===== config.mk =====
export PLATFORM = sky130hd
export DESIGN_NAME = dotArbiter
export DESIGN_NICKNAME = d
export VERILOG_FILES = /design/src/logic/spritePkg.sv /design/src/logic/dotArbiter.sv
export SDC_FILE = /design/constraint.sdc
export NUM_CORES = 1
export LEC_CHECK = 0
export BUFFER_PORTS_ARGS = -buffer_cell sky130_fd_sc_hd__buf_2
export CAP_MARGIN = 15
export CORE_MARGIN = 2
export CORE_UTILIZATION = 24
export CTS_CLUSTER_DIAMETER = 200
export CTS_CLUSTER_SIZE = 16
export DETAILED_ROUTE_END_ITERATION = 7
export GPL_TIMING_DRIVEN = 0
export PLACE_DENSITY = 0.77
export SETUP_SLACK_MARGIN = 0.02
export SYNTH_ARGS = -nofsm -noshare
export SYNTH_HDL_FRONTEND = slang
export SYNTH_SLANG_ARGS = --single-unit

===== constraint.sdc =====
create_clock -name iCLK -period 1.1 [get_ports iCLK]
set_input_delay 0.165 -clock iCLK [delete_from_list [all_inputs] [get_ports iCLK]]
set_output_delay 0.165 -clock iCLK [all_outputs]
set_load 0.03 [all_outputs]

===== src/logic/spritePkg.sv =====
package spritePkg;

    // --------------------------------------------------
    // dot memory contents
    // --------------------------------------------------
    typedef logic [11:0] dotT;       // 4:4:4 rgb
    typedef logic [9:0]  dotAddrT;   // four chips of 16x16
    typedef logic [3:0]  chipOffT;   // row or column inside a chip

    localparam dotT DOT_CLEAR = '0;  // transparent key

    // memory map, each chip row-major and drawn facing left
    localparam dotAddrT TILE_BASE   = 10'd0;    // tile chips 0,1
    localparam dotAddrT PLAYER_BASE = 10'd512;  // walk frames 0,1

    // --------------------------------------------------
    // player control
    // --------------------------------------------------
    typedef enum logic
    {
        FACE_LEFT,
        FACE_RIGHT
    } facingT;

    // movement command from the host, 2 bits
    typedef enum logic [1:0]
    {
        DIR_IDLE,
        DIR_LEFT,
        DIR_RIGHT
    } dirT;

    // host write into the dot memory, no handshake
    typedef struct packed
    {
        logic    we;
        dotAddrT addr;
        dotT     dot;
    } dotLoadT;

endpackage


===== src/logic/dotArbiter.sv =====
`timescale 1ns/1ns

module dotArbiter
    import spritePkg::*;
(
    input  logic    iCLK,
    input  logic    iRST,
    input  logic    iTileReqValid,
    output logic    oTileReqReady,
    input  dotAddrT iTileReqAddr,
    input  logic    iPlayerReqValid,
    output logic    oPlayerReqReady,
    input  dotAddrT iPlayerReqAddr,
    output logic    oRdEn,
    output dotAddrT oRdAddr,
    input  dotT     iRdData,
    output logic    oTileRdValid,
    output logic    oPlayerRdValid,
    output dotT     oRdData
);

logic tileTurn;      // tile wins the next tie
logic grantTile, grantPlayer;
logic rdPend;        // memory word comes back this cycle
logic ownerTile;     // owner tag of that word

// --------------------------------------------------
// round-robin grant, one read per cycle
// --------------------------------------------------
assign grantTile   = iTileReqValid && (!iPlayerReqValid || tileTurn);
assign grantPlayer = iPlayerReqValid && (!iTileReqValid || !tileTurn);

assign oTileReqReady   = grantTile;
assign oPlayerReqReady = grantPlayer;
assign oRdEn           = grantTile || grantPlayer;
assign oRdAddr         = grantTile ? iTileReqAddr : iPlayerReqAddr;

always_ff @(posedge iCLK)
begin
    if (iRST)
    begin
        tileTurn  <= 1'b1;
        rdPend    <= 1'b0;
        ownerTile <= 1'b0;
    end
    else
    begin
        rdPend <= oRdEn;
        if (grantTile)
        begin
            tileTurn  <= 1'b0;   // player next
            ownerTile <= 1'b1;
        end
        else if (grantPlayer)
        begin
            tileTurn  <= 1'b1;
            ownerTile <= 1'b0;
        end
    end
end

// --------------------------------------------------
// return path, steered by the tag
// --------------------------------------------------
assign oTileRdValid   = rdPend && ownerTile;
assign oPlayerRdValid = rdPend && !ownerTile;
assign oRdData        = iRdData;

endmodule


### Yosys cells after proc, flatten, opt, wreduce, memory -nomap -nowiden

Cells that the tools add are included.

| word-level totals | value |
|---|---|
| register bits after elaboration | 3 |
| word-level logic and storage cells | 20 |

| operators by class | value |
|---|---|
| multiplexer cells | 5 |
| reductions and logical operators | 12 |

Operator list:

| operator | count |
|---|---|
| 10-bit 2-to-1 mux | 1 |
| 1-bit logical AND | 4 |
| 1-bit logical NOT | 4 |
| 1-bit 2-to-1 mux | 4 |
| 1-bit logical OR | 3 |
| 2-bit nonzero test | 1 |

### Depth between registers and ports, before layout

Gate-level depths: netlist (run 1).

| depth | value |
|---|---|
| word-level depth | 5 |
| depth in mapped cells | 4 |
| gate-level depth less buffers | 3 |

### Worst setup path before layout (run 1)

No wires, ideal clock.

| path | value |
|---|---|
| path kind | reg-to-output |
| start | register tileTurn |
| end | output port oRdAddr[0] |
| data arrival time | 1.013 ns |
| data required time | 0.935 ns |
| path slack | -0.078 ns |
| stages on the path, launching flop included | 4 |
| buffers on the path | 1 |
| cell sequence | dfxtp_1 -> o21ai_2 -> buf_6 -> mux2_4 |

| on the way | value |
|---|---|
| cells in the longest elaborated chain, start to end | 3 |

RTL lines:

| item | line | RTL |
|---|---|---|
| from (decl) | dotArbiter.sv:22 | `logic tileTurn;` |
| from (signal assigned) | dotArbiter.sv:42 | `tileTurn <= 1'b1;` |
| from (signal assigned) | dotArbiter.sv:51 | `tileTurn <= 1'b0;` |
| from (signal assigned) | dotArbiter.sv:56 | `tileTurn <= 1'b1;` |
| 1-bit logical OR | dotArbiter.sv:30 | `assign grantTile = iTileReqValid && (!iPlayerReqValid \|\| tileTurn);` |
| 1-bit logical AND | dotArbiter.sv:30 |  |
| 10-bit 2-to-1 mux | dotArbiter.sv:36 | `assign oRdAddr = grantTile ? iTileReqAddr : iPlayerReqAddr;` |
| to (decl) | dotArbiter.sv:15 | `output dotAddrT oRdAddr,` |

No other way between the ends.

### Worst setup path in the final report (run 1)

| path | value |
|---|---|
| start | register tileTurn |
| end | output port oRdAddr[7] |

Same word-level chain as after synthesis.

==> impl_metrics.csv, run 1 <==
group,metric,value,unit
clocking,cts_root_buffer,"clkbuf_4",
floorplanning,die_y,43.7,um
routing,drt-total-wl,1.14,mm
pwr,p_int,476,uW
grt,grt_overflow,0,
place,placed_cell_area,651,um2
logic_synthesis,synth.largest_area_cell,"mux2_4",
logic_synthesis,synth_warnings,0,
timing,rsz0062_at_grt,"true",
logic_synthesis,yosysUniqueCellTypes,15,
setup_path,cpPeakStageDelay,340,ps
clocking,cts_sinks,3,
clocking,clk_latency,230,ps
final_layout,final_util,54.1,%
timing,worstMarginPinSlew,157,ps
place,dp.cells,105,
grt,busiest_layer,"met2",
logic_synthesis,synth_seq_cells,3,
floorplanning,ios,63,
grt,met1_usage,13.6,%
logic_synthesis,syn-instance-count,39,
logic_synthesis,yosysMostFrequentCell,"buf_4",
grt,grt_pass1_wl,1.69,mm
pwr,seqPwrFrac,16.2,%
pwr,ir_drop,0.402,mV
final_layout,antenna_cells,0,
logic_synthesis,syn-num-nets,75,
grt,grt_start_max_net_pins,6,
place,port_buffers,50,
timing,clock.fmax,664,MHz
setup_path,crit_chain,"o21ai_4 -> buf_6 -> mux2_4 -> buf_6",
timing,hold_violations,0,
clocking,cts_made_buffers,3,
final_layout,multi_input_area,221,um2
grt,grt_util_all_layers,11.8,%
flow_run,maxCapViolations,0,
setup_path,required,940,ps
pwr,switching_share,37.3,%
setup_path,crit_slowest_cell,"dfxtp_4",
logic_synthesis,synth-main-ff-cell,"dfxtp_1",
logic_synthesis,synth-async-reset-ratio,0,%
status,violations,"negative setup slack",
routing,firstDrtPassIters,2,
floorplanning,rows,14,
routing,drt.antenna.violating_nets,0,
floorplanning,core_area,1490,um2
setup_path,cp-start-kind,"flip-flop",
floorplanning,die_x,43.7,um
setup_path,worstPathArrival,1340,ps
pwr,power.switching,283,uW
timing,setup_viol,12,
final_layout,nets,135,
logic_synthesis,synth_edf_count,0,
grt,met2_usage,19.7,%
setup_path,worstSetupPathType,"reg2out",
setup_path,critPathMaxFanout,5,
pwr,p_comb_share,58.8,%
timing,finClkSkew,0.583,ps
place,gp_routability_congestion,0.637,
grt,grt_pass1_vias,433,
timing,fin_ws,-406,ps
routing,avgRoutedWirePerCell,9.98,um
pwr,p_leak,0.000469,uW
routing,vias_per_cell,4.13,
routing,dr_total_vias,471,
pwr,clockPowerShare,25.0,%
routing,drt-initial-drc-count,1,
logic_synthesis,synth_top_area_share,35.6,%
grt,antenna_found_initial,0,
clocking,ctsHoldBuffers,0,
setup_path,crit_top_cell,"buf_6",
pwr,power.density,942,nW/um2
clocking,cts-htree-levels,1,
routing,route.detailed.drc,0,
floorplanning,start_util,25.5,%
final_layout,ff_latch_area,63.8,um2
clocking,cts_buffer_depth,2,
timing,tns,-4370,ps
final_layout,instances_no_fill,114,
clocking,cts_tree,"done",
final_layout,filler_cell_count,141,
timing,whs,114,ps
floorplanning,dieArea,1910,um2
logic_synthesis,synthTopCellsByCount,"buf_4 (12), mux2_4 (9), dfxtp_1 (3)",
logic_synthesis,yosysSeqAreaShare,15.8,%
grt,gr-usage-met3,1.25,%
place,hpwl,898,um
final_layout,synthToLayoutAreaGrowth,113,%
setup_path,critPathCaptureType,"output pin",
final_layout,design_area,806,um2
final_layout,drive_gt1_share,85.7,%
clocking,clk_pin_slew,40,ps
min_path,holdCritPathClass,"in2reg",
logic_synthesis,postSynthAreaPerCell,9.72,um2
timing,final_max_slew_viol_count,0,
logic_synthesis,ys_top_cells_by_area,"mux2_4 (36%), buf_4 (24%), dfxtp_1 (16%)",
timing,min_period,1510,ps
timing,relSlewSlack,89.4,%
status,status,"finished with violations",
timing,fin_crit_sh,137,%
logic_synthesis,netlist_area,379,um2
[layout by cell type (no fill, tap or decap), drive strengths merged]
master	n
buf	68
and2	1
nor2b	2
o21ai	3
clkbuf	4
a21oi	2
mux2	10
dfxtp	3
nand2b	1
inv	2
or2	1
nand2	1
[cells by family (layout without fill, tap and decap cells)]
kind of cell	count (synthesis)	after routing	synth area share, %
buffers and inverters	15	74	28.7
multiplexers	10	10	38.6
AND/OR/NAND/NOR	6	6	9.24
AO/OA/AOI/OAI	5	5	7.59
flip-flops	3	3	15.8
[worst max-delay path: cells and delay by family (launching register included)]
kind,cells,cell delay [ps]
muxes,1,310
DFF,1,340
AOI/OAI and AO/OA,1,160
buffers and inverters,2,290
[metal layers]
| layer | vias to the layer above | wire (um) |
|---|---|---|
| met5 | - | 0 |
| met4 | 0 | 40 |
| met3 | 4 | 62 |
| met2 | 26 | 653 |
| met1 | 207 | 381 |
| li1 | 234 | - |
[sequential cells by signal, summed over array words and instances, names as in the netlist]
name       flops
ownerTile      1
rdPend         1
tileTurn       1
[power groups by stage]
| stage | Sequential (uW) | Combinational (uW) | Clock [uW] |
|---|---|---|---|
| 3_3_place_gp | 125 | 364 | 0 |
| 3_5_place_dp | 125 | 368 | 0 |
| 6_report | 123 | 446 | 190 |
| 4_1_cts | 125 | 432 | 198 |
| 5_1_grt | 125 | 469 | 210 |
| 2_1_floorplan | 124 | 265 | 0 |
[timing repair]
| action | CTS | global route |
|---|---|---|
| resized for setup | 24 | 7 |
| hold endpoints to repair | 0 | 0 |
| setup buffers | 2 | 2 |
| pin swaps | 1 | 1 |
| setup endpoints to repair | 11 | 13 |
| gates cloned | 1 | 0 |
[layout make-up]
cell class | count | share of cell area (%)
buffer | 13 | 12.6
clock buffer | 4 | 3.26
inverter | 2 | 0.932
multi-input combinational | 21 | 27.5
sequential | 3 | 7.92
tap | 16 | 2.48
timing repair buffer | 55 | 45.3
[through the flow]
step	power (uW)	setup slack [ps]
6_report	759	-406
4_1_cts	755	-442
5_1_grt	804	-451
3_3_place_gp	489	-229
3_5_place_dp	494	-228
2_1_floorplan	389	-49.5
[final timing paths]
check                                  end  cells past startpoint      start  slack [ps]
worst max-delay path            oRdAddr[7]                      4   tileTurn        -410
worst min-delay path             ownerTile                      2       iRST         110
worst max register to register    tileTurn                      3   tileTurn         270
worst min register to register   ownerTile                      2  ownerTile         580
(Power assumes the default switching activity.)
==> run 2: changes to the inputs <==
--- a/config.mk
+++ b/config.mk
@@ -13,8 +13,9 @@
 export CTS_CLUSTER_SIZE = 16
 export DETAILED_ROUTE_END_ITERATION = 7
 export GPL_TIMING_DRIVEN = 0
-export PLACE_DENSITY = 0.77
+export PLACE_DENSITY_LB_ADDON = 0.12
 export SETUP_SLACK_MARGIN = 0.02
 export SYNTH_ARGS = -nofsm -noshare
 export SYNTH_HDL_FRONTEND = slang
 export SYNTH_SLANG_ARGS = --single-unit
+export TNS_END_PERCENT = 10
==> run 2 against run 1 <==
Against the previous run:
- the run still ends with negative setup slack left
- utilization fell by 0.76 points
- clock skew rose by 1.7 ps
- clock-buffer cell count did not move
- highest routed layer is now met3
==> impl_metrics.csv, run 2 (synthesis gave the netlist of run 1 again) <==
group,metric,value,unit
timing,final_max_slew_viol_count,0,
setup_path,required,940,ps
min_path,holdCritPathClass,"in2reg",
place,hpwl,1.01,mm
setup_path,worstPathArrival,1360,ps
setup_path,crit_chain,"o21ai_4 -> buf_6 -> mux2_4 -> buf_6",
routing,drt-total-wl,1.30,mm
routing,vias_per_cell,4.19,
floorplanning,core_area,1490,um2
timing,finClkSkew,2.29,ps
setup_path,worstSetupPathType,"reg2out",
clocking,clk_pin_slew,40,ps
clocking,cts_tree,"done",
timing,rsz0062_at_grt,"true",
setup_path,cp-start-kind,"flip-flop",
clocking,cts_buffer_depth,2,
floorplanning,die_y,43.7,um
place,port_buffers,50,
floorplanning,rows,14,
setup_path,crit_slowest_cell,"dfxtp_4",
final_layout,synthToLayoutAreaGrowth,110,%
pwr,ir_drop,0.813,mV
floorplanning,ios,63,
grt,antenna_found_initial,0,
floorplanning,dieArea,1910,um2
final_layout,filler_cell_count,146,
grt,grt_pass1_vias,493,
timing,worstMarginPinSlew,182,ps
routing,route.detailed.drc,0,
status,violations,"negative setup slack",
grt,grt_pass1_wl,2.00,mm
routing,avgRoutedWirePerCell,11.5,um
setup_path,critPathMaxFanout,5,
timing,min_period,1520,ps
timing,fin_ws,-422,ps
clocking,cts_sinks,3,
grt,grt_overflow,0,
grt,grt_util_all_layers,14.0,%
final_layout,antenna_cells,0,
setup_path,crit_buf_inv,2,
grt,grt_start_max_net_pins,6,
timing,setup_viol,12,
setup_path,critPathCaptureType,"output pin",
status,status,"finished with violations",
timing,fin_crit_sh,138,%
setup_path,crit_top_cell,"buf_6",
pwr,p_leak,0.000458,uW
routing,drt.antenna.violating_nets,0,
timing,relSlewSlack,87.8,%
clocking,cts-htree-levels,1,
final_layout,design_area,795,um2
final_layout,final_cell_mix,"buf_2 (36), buf_4 (18), buf_6 (12)",
final_layout,instances_no_fill,113,
final_layout,nets,134,
pwr,power.density,953,nW/um2
final_layout,largestRegisters,"ownerTile x1, rdPend x1, tileTurn x1",
timing,clock.fmax,657,MHz
place,dp.cells,105,
place,placed_cell_area,651,um2
final_layout,mostFrequentLayoutCell,"buf_2",
final_layout,drive_gt1_share,86.6,%
routing,dr_total_vias,474,
clocking,cts_made_buffers,3,
routing,drt-initial-drc-count,9,
floorplanning,die_x,43.7,um
setup_path,cpPeakStageDelay,340,ps
flow_run,maxCapViolations,0,
clocking,clk_latency,230,ps
routing,firstDrtPassIters,3,
clocking,cts_root_buffer,"clkbuf_4",
timing,hold_violations,0,
floorplanning,start_util,25.5,%
timing,whs,115,ps
setup_path,crit_family,"flip-flops",
place,gp_routability_congestion,0.624,
## run 2: cell types whose count changed in the layout (fill, tap and decap cells not counted), sizes merged
cell	change
buf	-2
clkbuf	+1
## run 2: stage by stage
step	utilization [%]	power, uW	setup WS [ps]	TNS [ps]
finish	53.4	757	-422	-4510
global route	53.4	804	-472	-5100
CTS	51.3	756	-470	-4840
detailed placement	43.7	496	-250	-2280
global placement	43.7	494	-231	-2110
floorplan	-	389	-49.5	-445
## run 2: cell type report
class | instances | area [um2] | share of cell area (%)
Timing Repair Buffer | 54 | 357 | 44.9
Multi-Input combinational cell | 21 | 218 | 27.4
Buffer | 13 | 101 | 12.8
Sequential cell | 3 | 65.1 | 8.19
Clock buffer | 4 | 26.3 | 3.31
Tap cell | 16 | 20.0 | 2.52
Inverter | 2 | 7.51 | 0.945
## run 2: worst paths after layout
kind,slack (ps),cells past startpoint,from,end
max,-420,4,tileTurn,oRdAddr[7]
min,110,2,iRST,ownerTile
max reg2reg,180,4,tileTurn,tileTurn
min reg2reg,590,2,ownerTile,ownerTile
## run 2: routing by layer
| layer | GRT usage (%) | routed length, um |
|---|---|---|
| met2 | 27.6 | 598 |
| met3 | 8.33 | 268 |
| met5 | 0 | 0 |
| met4 | 0 | 0 |
| met1 | 12.9 | 429 |
## run 2: what timing repair did
action | CTS | global route
pin swaps | 1 | 1
endpoints found under the setup margin | 11 | 14
gates cloned | 1 | 0
buffers inserted | 1 | 2
hold buffers | 0 | 0
gates resized for setup | 23 | 8
## run 2: where the power goes
part | switching [uW] | total (uW) | internal (uW) | leakage (uW)
clock network | 57.1 | 193 | 136 | 0.0000150
logic | 223 | 441 | 218 | 0.000418
registers | 6.01 | 124 | 118 | 0.0000254
total | 286 | 757 | 472 | 0.000458
