File: src/logic/spritePkg.sv
package spritePkg;

    // --------------------------------------------------
    // dot memory contents
    // --------------------------------------------------
    typedef logic [11:0] dotT;       // 4:4:4 rgb
    typedef logic [9:0]  dotAddrT;   // four chips of 16x16
    typedef logic [3:0]  chipOffT;   // row or column inside a chip

    localparam dotT DOT_CLEAR = '0;  // transparent key

    // memory map, each chip row-major and drawn facing left
    localparam dotAddrT TILE_BASE   = 10'd0;    // tile chips 0,1
    localparam dotAddrT PLAYER_BASE = 10'd512;  // walk frames 0,1

    // --------------------------------------------------
    // player control
    // --------------------------------------------------
    typedef enum logic
    {
        FACE_LEFT,
        FACE_RIGHT
    } facingT;

    // movement command from the host, 2 bits
    typedef enum logic [1:0]
    {
        DIR_IDLE,
        DIR_LEFT,
        DIR_RIGHT
    } dirT;

    // host write into the dot memory, no handshake
    typedef struct packed
    {
        logic    we;
        dotAddrT addr;
        dotT     dot;
    } dotLoadT;

endpackage

File: src/logic/dispPkg.sv
package dispPkg;

    // output dot carries a colour from the sprite side
    import spritePkg::*;

    // --------------------------------------------------
    // raster position
    // --------------------------------------------------
    typedef logic [9:0] hPosT;    // screen column
    typedef logic [9:0] vPosT;    // screen row

    // one scan beat, raster order
    typedef struct packed
    {
        hPosT hPos;
        vPosT vPos;
    } scanBeatT;

    // --------------------------------------------------
    // output dot
    // --------------------------------------------------
    // position of the beat plus its final colour, 32 bits
    typedef struct packed
    {
        scanBeatT pos;
        dotT      dot;
    } dotOutT;

endpackage

File: src/logic/dotCompositor.sv
`timescale 1ns/1ns

module dotCompositor
    import dispPkg::*;
    import spritePkg::*;
(
    input  logic     iCLK,
    input  logic     iRST,
    input  logic     iScanValid,
    output logic     oScanReady,
    input  scanBeatT iScan,
    output logic     oBeatValid,
    input  logic     iTileBeatReady,
    input  logic     iPlayerBeatReady,
    output scanBeatT oBeat,
    input  logic     iTileResValid,
    output logic     oTileResReady,
    input  dotT      iTileDot,
    input  logic     iPlayerResValid,
    output logic     oPlayerResReady,
    input  dotT      iPlayerDot,
    input  logic     iPlayerHit,
    output logic     oDotValid,
    input  logic     iDotReady,
    output dotOutT   oDot
);

scanBeatT   posFifo [2];    // positions of beats inside the generators
logic       wrPtr, rdPtr;
logic [1:0] fill;
logic       room, scanFire, outFree, resJoin;
logic       outValid;
dotOutT     outDot;
dotT        mergedDot;

// --------------------------------------------------
// fork, beat passes only when both sides take it
// --------------------------------------------------
assign room       = (fill != 2'd2);
assign oScanReady = iTileBeatReady && iPlayerBeatReady && room;
assign scanFire   = iScanValid && oScanReady;
assign oBeatValid = scanFire;
assign oBeat      = iScan;

// --------------------------------------------------
// join and transparency merge
// --------------------------------------------------
assign outFree         = !outValid || iDotReady;
assign resJoin         = iTileResValid && iPlayerResValid && outFree;
assign oTileResReady   = resJoin;
assign oPlayerResReady = resJoin;
assign mergedDot = (iPlayerHit && (iPlayerDot != DOT_CLEAR)) ? iPlayerDot : iTileDot;

always_ff @(posedge iCLK)
begin
    if (iRST)
    begin
        wrPtr <= 1'b0;
        rdPtr <= 1'b0;
        fill  <= 2'd0;
    end
    else
    begin
        if (scanFire) wrPtr <= ~wrPtr;
        if (resJoin)  rdPtr <= ~rdPtr;
        fill <= fill + 2'(scanFire) - 2'(resJoin);
    end
end

always_ff @(posedge iCLK)
begin
    if (scanFire)
    begin
        posFifo[wrPtr] <= iScan;
    end
    if (resJoin)
    begin
        outDot <= '{pos: posFifo[rdPtr], dot: mergedDot};
    end
end

// output register, holds under back-pressure
always_ff @(posedge iCLK)
begin
    if (iRST)            outValid <= 1'b0;
    else if (resJoin)    outValid <= 1'b1;
    else if (iDotReady)  outValid <= 1'b0;
end

assign oDotValid = outValid;
assign oDot      = outDot;

endmodule

File: config.mk
export PLATFORM = sky130hd
export DESIGN_NAME = dotCompositor
export DESIGN_NICKNAME = d
export VERILOG_FILES = /design/src/logic/spritePkg.sv /design/src/logic/dispPkg.sv /design/src/logic/dotCompositor.sv
export SDC_FILE = /design/constraint.sdc
export NUM_CORES = 1
export LEC_CHECK = 0
export ABC_AREA = 1
export BUFFER_PORTS_ARGS = -buffer_cell sky130_fd_sc_hd__buf_2
export CAP_MARGIN = 10
export CORE_MARGIN = 2
export CORE_UTILIZATION = 40
export DETAILED_ROUTE_END_ITERATION = 7
export GPL_ROUTABILITY_DRIVEN = 0
export MAX_ROUTING_LAYER = met4
export PLACE_DENSITY = 0.67
export SETUP_SLACK_MARGIN = 0.05
export SLEW_MARGIN = 15
export SYNTH_ARGS = -nofsm -noshare
export SYNTH_HDL_FRONTEND = slang
export SYNTH_SLANG_ARGS = --single-unit
export TNS_END_PERCENT = 100
File: constraint.sdc
create_clock -name iCLK -period 3.65 [get_ports iCLK]
set_clock_uncertainty 0.1 [all_clocks]
set_input_delay 0.1825 -clock iCLK [delete_from_list [all_inputs] [get_ports iCLK]]
set_output_delay 0.1825 -clock iCLK [all_outputs]
set_load 0.1 [all_outputs]
# Word level (Yosys, flattened, before mapping)
# Memories as Yosys holds them, arrays and structs flattened. A register that Yosys moved wholly into a read port is not among the register bits.
# Cells that the tools add are included.
# op_classes
addsub	2
eq_ne	1
muxes	5
bitwise	2
n_reduce_logical	10
# op_table
op	n
$mux W12	1
$reduce_bool A12 Y1	1
$logic_and A1 B1 Y1	6
$mux W1	4
$add A2 B1 Y2	1
$ne A2 B2 Y1 const B	1
$not A1 Y1	2
$reduce_bool A2 Y1	1
$sub A2 B1 Y2	1
$logic_not A1 Y1	1
$logic_or A1 B1 Y1	1
# word_totals
ff_bits	17
mem_bits_rw	40
output_inout_bits	57
word_cells	26
mem_count	1
# mem_list
name	depth	width	read_ports	rd_ports_with_merged_regs	wr	line_no	text
posFifo	2	20	1	1	1	dotCompositor.sv:28	scanBeatT posFifo [2];

# Logic depth before layout (Yosys ltp)
# Gate-level depths: netlist (run 1).
# logic_depth
word_depth	5
ltp_mapped	8
ltp_nobuf	7

# Least setup slack after synthesis (run 1)
# No wires, ideal clock.
# synth_path
kind	register to register
startpoint	register outValid (netlist: oDotValid)
endpoint	register fill[1]
setup_time_ns	0.070
t_arrival_ns	5.037
required_time_ns	3.480
slack_ns	-1.557
path_stages_with_launch	7
period_less_slack_ns	5.207
cell_sequence	dfxtp_1 -> a21oi_1 -> ha_1 -> inv_1 -> ha_1 -> or2_2 -> a21oi_1
# synth_via
elab_chain_cells	4
# synth_lines
element	line_no	text
start, declared	dotCompositor.sv:32	logic outValid;
start signal, assigned	dotCompositor.sv:85	if (iRST) outValid <= 1'b0;
start signal, assigned	dotCompositor.sv:86	else if (resJoin) outValid <= 1'b1;
start signal, assigned	dotCompositor.sv:87	else if (iDotReady) outValid <= 1'b0;
$logic_not A1 Y1	dotCompositor.sv:48	assign outFree = !outValid || iDotReady;
$logic_or A1 B1 Y1	dotCompositor.sv:48	
$logic_and A1 B1 Y1	dotCompositor.sv:49	assign resJoin = iTileResValid && iPlayerResValid && outFree;
via oPlayerResReady	dotCompositor.sv:20	output logic oPlayerResReady,
$sub A2 B1 Y2	dotCompositor.sv:66	fill <= fill + 2'(scanFire) - 2'(resJoin);
end signal, assigned	dotCompositor.sv:66	
end, declared	dotCompositor.sv:30	logic [1:0] fill;
# The timed path passes the listed nets, and every way through them passes these cells.
# A chain may end at the register's enable or synchronous reset.

# Final worst setup path (run 1)
# layout_path
startpoint	input iDotReady
endpoint	output oPlayerResReady
# layout_via
elab_chain_cells	2
# layout_lines
element	line_no	text
start, declared	dotCompositor.sv:24	input logic iDotReady,
$logic_or A1 B1 Y1	dotCompositor.sv:48	
$logic_and A1 B1 Y1	dotCompositor.sv:49	
end, declared	dotCompositor.sv:20	
# No other way between the ends.

==> metrics list, run 1 <==
* Chip width: 91.2 µm
- In this design, the stage delay of the slowest critical-path cell is 0.52 ns.
* Max VDD drop: 0.000258 V
* Nature of the critical path startpoint: input port
* Source of the worst register-to-register timing path: fill[0]
* Buffers & Inverters on Critical Path: 5
- In this run the core area contains 31 standard-cell rows.
- The critical path runs through a total of 6 cells.
- Total standard cell area after synthesis: 3040 µm²
- Compared with the post-synthesis result, the final layout area differs by 33.8%.
* Hold worst-path end: oDot[1]
* Antenna violations before repair: 0
* Final worst-path cycle share: 60.9%
* Area fraction of the dominant cell type after synthesis: 71.1%
* Mean instance size in the synthesized netlist: 12.5 µm²
- Post-synth cell types: 22
- Number of instances in the synthesized netlist: 243
- Global routing finished with a remaining overflow of 0.
- Maximum buffer depth of the clock tree: 2
- Die span in y: 91.2 µm
- The critical path goes through dlygate4sd3_1, buf_2, inv_1, a21oi_4, buf_4, buf_2.
- The number of pins with negative max-slew slack in the final report was 0.
- Max-slew headroom at the worst pin: 26.6%
- Yosys mapped a number of flops with a built-in enable equal to 72.
* Top-level port count: 110
- In this run the number of H-tree levels came out at 3.
- Category of the critical setup timing path: in -> out
- In this run the worst path has a maximum fanout of 37.
- Total of buffers placed on input and output ports: 109
- STA puts the critical path data arrival time at 1.94 ns.
- Final ANT Viol Nets: 0
- The post-route netlist has 35.5% of its cells at a drive strength greater than 1.
* Top FF cell, synth: sky130_fd_sc_hd__edfxtp_1
* Cell repeated most along the worst path: sky130_fd_sc_hd__buf_2
- Once the floorplan was initialized, standard cells occupied 41.7% of the core.
- Wire length of the first global-routing pass: 9800 µm
- Detailed Place HPWL: 3590 µm
- Total clock sinks: 77
- The core region is 7290 µm².
- Broken down by cell family, the worst path's largest delay share belongs to buffers and inverters.
* Number of global-route vias before repair: 2,108
- The largest total area in the synthesized netlist belongs to sky130_fd_sc_hd__edfxtp_1.
- Num CTS Buffers: 9
- Top cells by area, synth: sky130_fd_sc_hd__edfxtp_1 (71%), sky130_fd_sc_hd__nand2_1 (11%), sky130_fd_sc_hd__buf_4 (5.2%), sky130_fd_sc_hd__dfxtp_1 (3.3%), sky130_fd_sc_hd__nand3_1 (2.0%)
- In the routed design, unresolved DRC markers number 0.
- Filler Cells Inserted: 626
- CTS clock-pin slew for the worst setup and hold paths: 0.08 ns
* Post-route setup TNS: 0 ns
* Worst Tran Pin Value: 1.10 ns
- For the worst flop-to-flop path, the logic depth is 4.
- The worst hold path passes through 3 cells.
- Mean routed wirelength per cell: 12.4 µm
- The cell sitting at the root of the clock tree is a sky130_fd_sc_hd__clkbuf_8.
- Dividing the detail-routed via count by the number of cells gives 4.42.
- In this run the critical register-to-register path is captured at posFifo[1][10].
- Starting DRT DRC Count: 77
- Final hold slack: 0.0420 ns
- The clock reaches the later pin of the worst-skew pair after 0.35 ns.
- Type of the worst min-delay path: in -> reg
- Setup repair after global routing left no endpoint under its margin.
- In this run the power density over the cells is 497 nW/µm².
- Outcome: finished clean
* Max-capacitance violation count: 0
- For this design, the slowest cell found on the critical path is sky130_fd_sc_hd__dlygate4sd3_1.
- Cell types with the highest counts after synthesis: sky130_fd_sc_hd__nand2_1 (92), sky130_fd_sc_hd__edfxtp_1 (72), sky130_fd_sc_hd__buf_4 (21)
- For this run, the post-layout net count is 425.
- Crit. End Element: output pin
- For this run, the detailed router's first-pass iteration total came to 4.
- The final route contains 2,094 vias.
- Number of synthesis warnings: 0
- Final Hold Violating Endpoints: 0
- Count leader, synth: sky130_fd_sc_hd__nand2_1
- Post-synth net total: 298
- After detailed routing, the total wire length is 5880 µm.
- Setup violations remaining at the end of the flow were counted as 0.
- ANT cells: 0
- The startpoint identified for the worst hold timing path is iPlayerDot[1].
- Derived from the worst setup path, the maximum achievable clock frequency is 450 MHz.
* Slack of the worst reg-to-reg path: 1.63 ns
- After layout, the minimum clock period comes to 2.22 ns.
- Die area: 8310 µm²
- Total of flip-flops plus latches after synthesis: 77
- Setup repair bufs after CTS: 0
- Critical path data required time: 3.37 ns
- Entering global routing, the biggest net connects 38 pins.
* Clock tree from TritonCTS: built
* Seq/Total Area, Yosys: 74.4%
- Final instance count without filler cells: 474
- Including well taps, the total number of placed cells is 424.
- Power consumption: 2.02 mW
- Async S/R FF share, synth: 0%
* Combined global-route utilization of all metal layers: 16.0%
- Leak pwr: 1.76 nW
cell type report:
| cell class | count | area [µm²] | area share [%] |
|---|---|---|---|
| Multi-Input combinational cell | 130 | 571 | 14.0 |
| Inverter | 8 | 30.0 | 0.739 |
| Sequential cell | 77 | 2260 | 55.6 |
| Clock buffer | 9 | 124 | 3.05 |
| Clock inverter | 7 | 61.3 | 1.51 |
| Tap cell | 99 | 124 | 3.05 |
| Timing Repair Buffer | 144 | 893 | 22.0 |
sequential cells by signal, summed over array words and instances, names as in the netlist:
register	flops
fill	2
oDot	32
oDotValid	1
posFifo	40
rdPtr	1
wrPtr	1
cells by family (layout without fill, tap and decap cells):
logic type | after synthesis | count (layout) | share of synthesized area, %
buffers and inverters | 36 | 168 | 7.33
XOR/XNOR | 1 | 1 | 0.288
AO/OA/AOI/OAI | 4 | 4 | 0.741
adder cells (fa/ha/maj) | 2 | 2 | 0.823
flip-flops | 77 | 77 | 74.4
AND/OR/NAND/NOR | 123 | 123 | 16.4
worst reg2reg max path: cells and delay by family (launching register included):
family	cells	cell delay (ns)
buffers and inverters	1	0.05
DFF	1	0.31
and+or+nand+nor	3	1.17
placed cells by master, fill, tap and decap left out, types with 3 or more instances in the layout:
master,n
sky130_fd_sc_hd__inv_6,4
sky130_fd_sc_hd__edfxtp_1,72
sky130_fd_sc_hd__inv_1,8
sky130_fd_sc_hd__nand3_1,12
sky130_fd_sc_hd__dlygate4sd3_1,34
sky130_fd_sc_hd__clkbuf_8,9
sky130_fd_sc_hd__nor2_2,3
sky130_fd_sc_hd__nor2_1,9
sky130_fd_sc_hd__buf_2,109
sky130_fd_sc_hd__nand2_1,92
sky130_fd_sc_hd__dfxtp_1,5
worst max path at each step:
stage,endpoint,from,slack (ns)
after floorplan,fill[1],oDotValid,0.66
after global placement,posFifo[0][18],fill[0],1.64
after detailed placement,posFifo[1][17],fill[0],1.60
after CTS,oPlayerResReady,iDotReady,1.41
after global routing,oPlayerResReady,iDotReady,1.33
final,oPlayerResReady,iDotReady,1.43
per-stage QoR:
| step | area [µm²] | setup WS [ns] | utilization (%) |
|---|---|---|---|
| CTS | 4070 | 1.41 | 55.7 |
| global placement | 3540 | 1.64 | 48.5 |
| finish | 4070 | 1.43 | 55.7 |
| floorplan | 3050 | 0.661 | - |
| detailed placement | 3540 | 1.60 | 48.5 |
| global route | 4070 | 1.33 | 55.7 |
routing by layer:
metal | global-route usage (%) | wire length (µm) | vias to the layer above
met2 | 26.4 | 2850 | 97
met1 | 18.0 | 2450 | 928
met3 | 4.15 | 401 | 15
met5 | - | 0 | -
met4 | 8.21 | 177 | 0
li1 | - | - | 1054
what timing repair did:
action / in CTS / in global routing
resized for setup: 0 / 0
hold endpoints to repair: 56 / 0
hold buffers: 34 / 0
report_power, final:
part / leakage (nW) / switching (mW) / internal (mW)
registers: 0.705 / 0.0143 / 1.00
clock network: 0.0892 / 0.339 / 0.261
logic: 0.969 / 0.313 / 0.0884
Note: power is estimated with default switching activity, not from simulation.
==> inputs of run 2 (changes only) <==
==> constraint.sdc (replaced) <==
create_clock -name iCLK -period 2.2 [get_ports iCLK]
set_clock_uncertainty 0.1 [all_clocks]
set_input_delay 0.11 -clock iCLK [delete_from_list [all_inputs] [get_ports iCLK]]
set_output_delay 0.11 -clock iCLK [all_outputs]
set_load 0.1 [all_outputs]
==> run 2 against run 1 <==
Against the previous run: die area stayed put; critical path type is now reg -> out; hold slack worse by 0.034 ns; design area up 5.0%; utilization rose by 2.8 points; flip-flop and latch count stayed put; worst setup slack worse by 1.1 ns; sequential power rose by 65%; total power increased by 80%.
==> metrics list, run 2 (same netlist as run 1, synthesis figures left out) <==
- Hold worst-path end: oDot[5] (was oDot[1])
- The root cell of the clock tree is sky130_fd_sc_hd__clkbuf_8 (unchanged).
- The pin count of the biggest net entering global routing is 24 (was 38).
- RSZ-0062 raised after global routing: no (unchanged).
* Number of stages on the worst hold path: 3 (unchanged)
* Proportion of layout cells with a drive suffix above 1: 36.3% (was 35.5%)
- The total CTS buffers was 9 (unchanged).
- Number of detailed-routing iterations run before antenna repair: 4 (unchanged)
- The CTS tree is built (unchanged).
* Outcome: finished clean (unchanged)
* Mean routed wirelength per cell: 12.7 µm (was 12.4 µm)
* Combined global-route utilization of all metal layers: 16.0% (about the same)
- Crit. End Element: output pin (unchanged)
* Htree depth: 3 (unchanged)
* Data arrival time of the worst path: 1.63 ns (was 1.94 ns)
- Share of total power consumed by net switching: 29.0% (was 33.0%)
- Most common cell after layout, fill and taps aside: sky130_fd_sc_hd__buf_2 (unchanged)
- Maximum buffer depth of the clock tree: 2 (unchanged)
- The final global-route overflow total came to 0 (unchanged).
- The total vias in the final route is 2,159 (was 2,094).
* Register-to-Register Path Depth: 5 (was 4)
* CTS clock-pin slew for the worst setup and hold paths: 0.08 ns (about the same)
- Final instance count without filler cells: 485 (was 474)
- The area of the core is 7290 µm² (unchanged).
- The cell at the slowest stage of the critical path is sky130_fd_sc_hd__buf_2 (was sky130_fd_sc_hd__dlygate4sd3_1).
* Placed Cells: 428 (was 424)
- CP cell instances: inv_1, nand2_1, nand4_1, inv_1, buf_2 (was dlygate4sd3_1, buf_2, inv_1, a21oi_4, buf_4, buf_2)
- The worst max-slew margin expressed relative to the limit is 56.8% (was 26.6%).
- The clock sink total came to 77 (unchanged).
- Clock network fraction of total power: 34.2% (was 29.7%)
* Max-capacitance violation count: 0 (unchanged)
- Final Hold Violating Endpoints: 0 (unchanged)
* Detailed-route wire length: 6180 µm (was 5880 µm)
* NumNets Final: 436 (was 425)
- The internal power came to 2.59 mW (was 1.35 mW).
- Die span in y: 91.2 µm (unchanged)
- Initial standard-cell utilization of the core: 41.7% (unchanged)
* Worst Tran Pin Value: 0.648 ns (was 1.10 ns)
* Maximum frequency from static timing analysis: 543 MHz
* Nature of the critical path startpoint: flop (was input port)
- Portion of total power attributed to sequential cells: 46.2% (was 50.4%)
* Largest register FFs: 40 (unchanged)
- Crit-path leading delay family: buffers and inverters (unchanged)
- The post-placement cell area was 3620 µm² (was 3540 µm²).
- The type of the worst setup path is reg -> out (was in -> out).
- Detailed Place HPWL: 3940 µm (was 3590 µm)
- Die area: 8310 µm² (unchanged)
- Total of buffers placed on input and output ports: 109 (unchanged)
- Setup repair bufs after CTS: 0 (unchanged)
- Critical path data required time: 1.99 ns (was 3.37 ns)
* Starting DRT DRC Count: 65 (was 77)
- The total non-filler cell area in the finished layout is 4270 µm² (was 4070 µm²).
- The clock insertion delay at the later pin of the skew report was 0.34 ns (was 0.35 ns).
- Final worst-path cycle share: 83.8%
- Leak pwr: 1.85 nW (was 1.76 nW)
- The most frequent cell on the critical path was sky130_fd_sc_hd__inv_1 (was sky130_fd_sc_hd__buf_2).
* Top-level port count: 110 (unchanged)
- The global-route wire length before repair came to 9930 µm (was 9800 µm).
* Switch Pwr: 1.05 mW (was 0.667 mW)
- The maximum VDD drop is 0.000519 V (was 0.000258 V).
* Minimum clock period after layout: 1.84 ns
- The logic gate share of total power came to 19.7% (was 19.9%).
* Type of the worst min-delay path: in -> reg (unchanged)
- Slack of the worst reg-to-reg path: 0.69 ns (was 1.63 ns)
- Ratio of routed vias to standard cells: 4.45 (was 4.42)
* Stage delay of the slowest cell on the critical path: 0.45 ns (was 0.52 ns)
* Area Overhead vs Synth: 40.4% (was 33.8%)
* Final Setup Violations: 0 (unchanged)
* Ratio of total power to cell area: 854 nW/µm² (was 497 nW/µm²)
* ANT cells: 0 (unchanged)
- The total power consumption of the routed design is 3.64 mW (was 2.02 mW).
* Final ANT Viol Nets: 0 (unchanged)
- Chip width: 91.2 µm (unchanged)
- The number of antenna violations at the first check in global routing was 0 (unchanged).
- Final Max Slew Viols: 0 (unchanged)
- The register with the most flip-flops was posFifo (unchanged).
- Reg-to-reg endpoint: posFifo[0][0] (was posFifo[1][10])
- Leading cell types in the layout, fill and taps excluded: sky130_fd_sc_hd__buf_2 (107), sky130_fd_sc_hd__nand2_1 (92), sky130_fd_sc_hd__edfxtp_1 (72) (was sky130_fd_sc_hd__buf_2 (109), sky130_fd_sc_hd__nand2_1 (92), sky130_fd_sc_hd__edfxtp_1 (72))
- The number of buffer and inverter stages on the critical path came to 3 (was 5).
* Source of the worst register-to-register timing path: fill[0] (unchanged)
* Launch point of the worst hold path: iPlayerDot[5] (was iPlayerDot[1])
- Hold buffer count at cts: 41 (was 34)
- Post-route setup TNS: 0 ns (unchanged)
- Maximum fanout along the worst path: 5 (was 37)
- The row count was 31 (unchanged).
- The number of global-route vias before repair is 2,172 (was 2,108).
* Residual DRC: 0 (unchanged)
* CTS-repair resized insts: 0 (unchanged)
==> run 2: cell types whose count changed in the layout (fill, tap and decap cells not counted), sizes merged <==
cell,before,now
inv,13,8
buf,110,114
clkinv,0,2
bufinv,0,3
dlygate4sd3,34,41
==> run 2: cell type report <==
| cell class | instances | area, µm² |
|---|---|---|
| fill | 623 | 3030 |
| clock buffer | 9 | 124 |
| sequential | 77 | 2270 |
| multi-input combinational | 130 | 586 |
| clock inverter | 7 | 114 |
| timing repair buffer | 155 | 1020 |
| tap | 99 | 124 |
| inverter | 8 | 30.0 |
==> run 2: through the flow <==
| step | util [%] | hold WS [ns] | setup WS, ns |
|---|---|---|---|
| 2_1_floorplan | - | 0.0694 | -0.367 |
| 3_3_place_gp | 49.6 | 0.212 | 0.736 |
| 3_5_place_dp | 49.6 | 0.212 | 0.690 |
| 4_1_cts | 58.5 | 0.000848 | 0.346 |
| 5_1_grt | 58.5 | 0.0145 | 0.281 |
| 6_report | 58.5 | 0.00823 | 0.357 |
==> run 2: worst max-delay path by stage <==
stage / startpoint / slack (ns) / cells after the start / end
after global placement: fill[0] / 0.74 / 5 / posFifo[1][5]
after floorplan: oDotValid / -0.37 / 6 / fill[1]
after global routing: fill[0] / 0.28 / 5 / oBeatValid
final: fill[0] / 0.36 / 5 / oBeatValid
after detailed placement: fill[0] / 0.69 / 5 / posFifo[0][5]
after CTS: fill[0] / 0.35 / 5 / oBeatValid
==> run 2: worst register-to-register path, stage by stage (launching register included) <==
cell	delay, ns
sky130_fd_sc_hd__dfxtp_1	0.31
sky130_fd_sc_hd__inv_1	0.05
sky130_fd_sc_hd__nand2_1	0.07
sky130_fd_sc_hd__nand4_1	0.21
sky130_fd_sc_hd__nor2_2	0.15
sky130_fd_sc_hd__buf_4	0.29
==> run 2: power by group through the flow <==
stage / combinational (mW) / sequential, mW / clock [mW]
2_1_floorplan: 0.322 / 1.93 / 0
3_3_place_gp: 0.649 / 1.71 / 0
6_report: 0.717 / 1.68 / 1.25
5_1_grt: 0.758 / 1.69 / 1.33
3_5_place_dp: 0.658 / 1.71 / 0
4_1_cts: 0.720 / 1.68 / 1.27
==> run 2: layer usage <==
metal  wire, µm  share of wire, %  global-route usage, %  up-vias
li1           -                 -                      -     1071
met1       2520                41                   18.2      988
met2       3160                51                   27.2       90
met3        376               6.1                   3.15       10
met4        116               1.9                   7.58        0
met5          0                 0                      -        -
